===== src/cpuPkg.sv =====
package cpuPkg;

    localparam int dataWidth = 32;
    localparam int memDepth = 512;
    localparam int memAddrWidth = 9;

    // IR field positions
    localparam int opMsb = 31;
    localparam int raLsb = 23;
    localparam int rbLsb = 19;
    localparam int rcLsb = 15;
    localparam int cWidth = 19;  // C occupies 18:0

    typedef enum logic [4:0] {
        opLd  = 5'd0,
        opLdi = 5'd1,
        opSt  = 5'd2,
        opAdd = 5'd3,
        opSub = 5'd4,
        opAnd = 5'd5,
        opOr  = 5'd6,
        opShr = 5'd7,
        opShl = 5'd8,
        opIn  = 5'd22,
        opOut = 5'd23
    } opcodeT;

    typedef enum logic [2:0] {
        aluAdd,
        aluSub,
        aluAnd,
        aluOr,
        aluShr,
        aluShl,
        aluIncPc
    } aluOpT;

    // One bus cycle worth of controls
    typedef struct packed {
        logic pcIn;
        logic irIn;
        logic yIn;
        logic zIn;
        logic marIn;
        logic mdrIn;
        logic outPortIn;
        logic incPc;
        logic pcOut;   // Bus sources, at most one per cycle
        logic zOut;
        logic mdrOut;
        logic inPortOut;
        logic cOut;
        logic read;
        logic write;
        logic gra;
        logic grb;
        logic grc;
        logic rin;
        logic rout;
        logic baOut;
        aluOpT aluOp;
    } ctrlT;

endpackage


===== src/ctrlSeq.sv =====
`timescale 1ns/1ns
module ctrlSeq (
    input  logic clk,
    input  logic rstN,
    input  logic stepReq,
    output logic stepAck,
    input  cpuPkg::opcodeT opcode,
    output cpuPkg::ctrlT ctrl
);
    import cpuPkg::*;

    typedef enum logic [3:0] {
        sIdle, sT0, sT1, sT2, sT3, sT4, sT5, sT6, sT7, sDone
    } stateT;

    stateT state;
    stateT stateNext;

    function automatic aluOpT aluFor(opcodeT op);
        case (op)
            opSub: return aluSub;
            opAnd: return aluAnd;
            opOr: return aluOr;
            opShr: return aluShr;
            opShl: return aluShl;
            default: return aluAdd;  // add and address arithmetic
        endcase
    endfunction

    // Controls for one state, applied for the whole cycle
    function automatic ctrlT decode(stateT s, opcodeT op);
        ctrlT c;
        logic memOp;
        logic ldSt;
        c = '0;
        memOp = op inside {opLd, opLdi, opSt};  // Rb + C address forms
        ldSt = op inside {opLd, opSt};
        case (s)
            sT0: begin
                c.pcOut = 1'b1;
                c.marIn = 1'b1;
                c.incPc = 1'b1;
                c.zIn = 1'b1;
            end
            sT1: begin
                c.zOut = 1'b1;
                c.pcIn = 1'b1;
                c.read = 1'b1;
                c.mdrIn = 1'b1;
            end
            sT2: begin
                c.mdrOut = 1'b1;
                c.irIn = 1'b1;
            end
            sT3: begin
                if (op == opIn) begin
                    c.inPortOut = 1'b1;
                    c.gra = 1'b1;
                    c.rin = 1'b1;
                end else if (op == opOut) begin
                    c.gra = 1'b1;
                    c.rout = 1'b1;
                    c.outPortIn = 1'b1;
                end else begin
                    c.grb = 1'b1;
                    c.baOut = memOp;
                    c.rout = !memOp;
                    c.yIn = 1'b1;
                end
            end
            sT4: begin
                c.zIn = 1'b1;
                c.aluOp = aluFor(op);
                c.cOut = memOp;  // Offset instead of Rc
                c.grc = !memOp;
                c.rout = !memOp;
            end
            sT5: begin
                c.zOut = 1'b1;
                c.marIn = ldSt;
                c.gra = !ldSt;  // ldi and ALU results land in Ra
                c.rin = !ldSt;
            end
            sT6: begin
                c.mdrIn = 1'b1;
                c.read = (op == opLd);
                c.gra = (op == opSt);
                c.rout = (op == opSt);
            end
            sT7: begin
                c.write = (op == opSt);
                c.mdrOut = (op == opLd);
                c.gra = (op == opLd);
                c.rin = (op == opLd);
            end
            default: begin
                c = '0;
            end
        endcase
        return c;
    endfunction

    always_comb begin
        stateNext = state;
        case (state)
            sIdle: stateNext = stepReq ? sT0 : sIdle;
            sT0: stateNext = sT1;
            sT1: stateNext = sT2;
            sT2: stateNext = sT3;
            sT3: stateNext = (opcode inside {opIn, opOut}) ? sDone : sT4;
            sT4: stateNext = sT5;
            sT5: stateNext = (opcode inside {opLd, opSt}) ? sT6 : sDone;
            sT6: stateNext = sT7;
            sT7: stateNext = sDone;
            sDone: stateNext = stepReq ? sDone : sIdle;  // Wait for request to drop
            default: stateNext = sIdle;
        endcase
    end

    always_ff @(posedge clk or negedge rstN) begin
        if (!rstN) begin
            state <= sIdle;
            ctrl <= '0;
        end else begin
            state <= stateNext;
            ctrl <= decode(stateNext, opcode);  // Lines up with the state it enters
        end
    end

    assign stepAck = (state == sDone);

endmodule


===== config.mk =====
export PLATFORM = sky130hd
export DESIGN_NAME = ctrlSeq
export DESIGN_NICKNAME = d
export VERILOG_FILES = /design/src/cpuPkg.sv /design/src/ctrlSeq.sv
export SDC_FILE = /design/constraint.sdc
export NUM_CORES = 1
export LEC_CHECK = 0
export ABC_CLOCK_PERIOD_IN_PS = 2500
export BUFFER_PORTS_ARGS = -buffer_cell sky130_fd_sc_hd__clkbuf_2
export CAP_MARGIN = 40
export CORE_MARGIN = 10
export CORE_UTILIZATION = 25
export CTS_CLUSTER_SIZE = 28
export DETAILED_ROUTE_END_ITERATION = 6
export PLACE_DENSITY = 0.42
export REMOVE_ABC_BUFFERS = 1
export SYNTH_ARGS = -nofsm -noshare
export SYNTH_HDL_FRONTEND = slang
export SYNTH_SLANG_ARGS = --single-unit

===== constraint.sdc =====
create_clock -name clk -period 2.5 [get_ports clk]
set_input_delay 0.375 -clock clk [delete_from_list [all_inputs] [get_ports clk]]
set_output_delay 0.375 -clock clk [all_outputs]
set_load 0.01 [all_outputs]

Word-level counts from Yosys, hierarchy flattened
Cells that the tools add are included.

Register bits after elaboration: 27. Input bits: 8. Output and inout port bits: 25. Word-level logic and storage cells: 93.

Equality and inequality tests: 26. Mux-type cells: 35. Reduce and logical (&&, ||, !) cells: 10.

Operators by type and width (number): case mux 4 bit (10 select lines) (1); == test 4 x 3 -> 1 bit, second input constant (8); two-way mux 1 bit (21); == test 5 x 3 -> 1 bit, second input constant (4); == test 4 x 2 -> 1 bit, second input constant (4); case mux 3 bit (5 select lines) (1); == test 4 bit, second input constant (3); two-way mux 4 bit (3); == test 5 bit, second input constant (2); == test 4 x 1 -> 1 bit, second input constant (2); case mux 1 bit (2 select lines) (3); case mux 1 bit (3 select lines) (2); OR reduction 2 bit (3); == test 5 x 1 -> 1 bit, second input constant (1); == test 5 x 2 -> 1 bit, second input constant (1); == test 5 x 4 -> 1 bit, second input constant (1); zero test 5 bit (1); zero test 4 bit (1); two-way mux 2 bit (2); case mux 1 bit (4 select lines) (1); nonzero test 2 bit (2); two-way mux 3 bit (1); nonzero test 3 bit (1); zero test 1 bit (2).

Depth between registers and ports, before layout
Depth after elaboration: 7. Mapped depth: 5. Depth with buffers taken out: 3.

Worst setup path after synthesis
No wires, ideal clock.

Path kind: flip-flop to output port. Start: register state[0]. End: output stepAck. Arrival: 1137 ps. Data required time: 2125 ps. Path slack: 988 ps. Cell stages (with the launch flop): 4. Path buffers: 1. Cell sequence: dfrtp_1 > buf_1 > nand2b_1 > nor3b_1.

Word-level cells in the longest chain between the ends: 1.

Ends and longest elaborated chain: start, declared (RTL line ctrlSeq.sv:16) `stateT state;`; start signal, assigned (RTL line ctrlSeq.sv:122) `state <= sIdle;`; start signal, assigned (RTL line ctrlSeq.sv:125) `state <= stateNext;`; == test 4 bit (RTL line ctrlSeq.sv:130) `assign stepAck = (state == sDone);`; end, declared (RTL line ctrlSeq.sv:6) `output logic stepAck,`.

No other way between the ends.

Final worst setup path
Same ends and word-level chain as after synthesis.

==> impl_metrics.py <==
metrics = {
    "run_status": {
        "run_status": "completed",
    },
    "timing": {
        "rsz0062_at_grt": "false",
        "setup-tns-final_ps": 0,
        "finalCriticalPeriod_ps": 1840,
        "max_freq_mhz": 544,
        "slew_violations": 0,
        "timing.final.crit_share": 0.736,
        "fin_skew_ps": 5.66,
        "hold_violations": 0,
        "tightest_slew_ps": 638,
        "setup_violations": 0,
        "fin_hold_ws_ps": 110,
        "relSlewSlack": 0.574,
    },
    "logic_synthesis": {
        "netlist_area_sq_um": 1170,
        "netlist_instances": 108,
        "synth_area_leaders": "dfrtp_1, nor2_1, nand4_1",
        "synth_top_area_cell": "dfrtp_1",
        "synth_ff_type": "dfrtp_1",
        "synth_top_area_frac": 0.558,
        "synth_cell_types": 36,
        "synth_area_per_cell_sq_um": 10.8,
        "ys_ff_latch": 26,
        "ys_seq_area_frac": 0.558,
        "async_flop_share": 1.00,
        "synth_edf_count": 0,
        "ys.warnings.count": 0,
    },
    "layout": {
        "antenna_cells": 0,
        "nets": 143,
        "syn_to_final_growth_pct": 18.0,
        "drive_gt1_frac": 0.278,
        "seqCellArea_sq_um": 651,
        "n_fill_cell": 469,
        "stdcell_count": 185,
        "multi_input_area_sq_um": 440,
    },
    "cts": {
        "cts_hold_buf": 0,
        "cts.sinks": 26,
        "cts_buffers": 3,
        "clk_pin_slew_worst_paths_ps": 90,
        "cts_root_buffer": "clkbuf_8",
        "cts-resized-gates": 0,
        "cts_tree": "done",
        "cts_buffer_depth": 2,
        "htree_levels": 1,
        "clock_latency_ps": 270,
        "post_cts_buffers": 0,
    },
    "power_and_ir_drop": {
        "p_seq_frac": 0.494,
        "p_sw_frac": 0.381,
        "p_leak_nw": 0.671,
        "intPower_uw": 810,
        "vdd_drop_max_v": 0.000227,
        "p_comb_frac": 0.329,
        "switchingPower_uw": 498,
        "power_density_nw_per_um2": 951,
        "clock_power_share": 0.178,
    },
    "global_route": {
        "antenna_found_initial": 0,
        "grt_overflow": 0,
        "grt_use_total": 0.0722,
        "grt_busiest_layer": "met2",
        "met2_usage": 0.126,
        "grt_first_pass_wirelength_mm": 4.45,
        "grt_pass1_vias": 923,
        "globalRouteMet1Util": 0.0773,
        "met3_usage": 0.0147,
        "grt_max_degree": 27,
    },
    "routing": {
        "first_pass_iters": 4,
        "post_drt_wl_per_cell_microns": 15.0,
        "vias_per_cell": 4.84,
        "routed-via-count": 895,
        "drtIter0Drc": 97,
        "drt-total-wl_mm": 2.77,
        "route.detailed.drc": 0,
        "drtAntennaViolNets": 0,
    },
    "setup_path": {
        "slowest_delay_ps": 600,
        "cp_max_fo": 13,
        "cpMaxStageDelayCell": "dfrtp_1",
        "worstSetupPathType": "reg2out",
        "end_kind": "output port",
        "path_cells": "nand2b_1, nor3b_1, clkbuf_2",
        "start_kind": "flop",
        "required_ps": 2120,
        "crit_arrival_ps": 1460,
    },
    "floorplanning": {
        "die_w_microns": 88.3,
        "fp-row-count": 24,
        "start_util": 0.262,
        "dieHeight_microns": 88.3,
        "die_area_sq_um": 7800,
        "pin_count": 33,
        "coreArea_sq_um": 4440,
    },
    "min_path": {
        "worstHoldPathType": "in2async",
    },
    "place": {
        "io_buffer_count": 32,
        "place.gp.congestion": 0.766,
        "dp_cells": 182,
        "dp_hpwl_mm": 2.12,
    },
    "flow_run": {
        "cap_viol_max_count": 0,
    },
}
## cells in the final DEF (no fill, tap or decap), drive strengths merged
cell type / n
o21bai: 1
nand4bb: 2
a21oi: 2
o311ai: 1
o31ai: 1
nand4b: 2
nand4: 6
nand2b: 3
nor2: 13
clkbuf: 35
a221oi: 1
a31oi: 1
nor2b: 4
o211ai: 3
nor3b: 2
o32a: 1
o21ai: 4
a2111o: 1
or4: 2
nor3: 2
inv: 5
nand2: 4
nor4: 2
nor4b: 1
dfrtp: 26
nand3: 4
and2: 1
nand3b: 1
xor2: 2
## final timing paths
path / from / endpoint / slack, ps / depth (start not counted)
min reg2reg: state[3] / state[1] / 720 / 1
max in group asynchronous: rstN / ctrl[3] / 1970 / 1
max: state[0] / stepAck / 660 / 3
min in group clk: stepReq / state[0] / 400 / 3
max reg2reg: state[3] / ctrl[8] / 920 / 3
min: rstN / ctrl[16] / 110 / 1
## registers in the layout, indices dropped and copies added, names as in the netlist
signal and flops:
ctrl 22, state 4
## logic make-up (layout without fill, tap and decap cells)
| group | count (synthesis) | after routing | synth area share |
|---|---|---|---|
| AOI/OAI and AO/OA | 16 | 16 | 0.0966 |
| DFF | 26 | 26 | 0.558 |
| buffers and inverters | 15 | 40 | 0.0644 |
| xor gates and xnor gates | 2 | 2 | 0.0150 |
| and+or+nand+nor | 49 | 49 | 0.266 |
## cell usage after synthesis, types with 3 or more instances
cell type and instances:
nand2b_1 3, buf_2 3, nand3_1 4, nor2_1 13
nand2_1 4, nor2b_1 4, dfrtp_1 26, o211ai_1 3
inv_1 5, nand4_1 6
## cell type report
class / count / area share
flip-flops and latches: 26 / 0.473
inverters: 5 / 0.0136
multi-input cells: 67 / 0.320
clock buffers: 3 / 0.0300
well taps: 52 / 0.0473
repair buffers: 32 / 0.116
## power by group through the flow
stage	registers (mW)	logic, mW	clock network, mW
final	0.646	0.430	0.232
after global routing	0.666	0.489	0.253
after CTS	0.644	0.443	0.242
after detailed placement	0.653	0.442	0
after global placement	0.645	0.446	0
after floorplan	0.674	0.217	0
## worst max-delay path: cells and delay by family, from the launching register on
family,cells,cell delay (ps)
DFF,1,600
and+or+nand+nor,2,420
buffers and inverters,1,170
## metrics by stage
stage | area, sq um | util | total power, mW | setup slack, ps
finish | 1380 | 0.310 | 1.31 | 661
global route | 1380 | 0.310 | 1.41 | 524
CTS | 1380 | 0.310 | 1.33 | 638
detailed placement | 1340 | 0.300 | 1.10 | 938
global placement | 1340 | 0.300 | 1.09 | 967
floorplan | 1110 | - | 0.891 | 1120
## per-layer routing
layer	routed length, microns	up-vias
met5	0	-
met4	58	0
met1	1140	439
met3	165	4
li1	-	431
met2	1410	21
(Power assumes the default switching activity.)
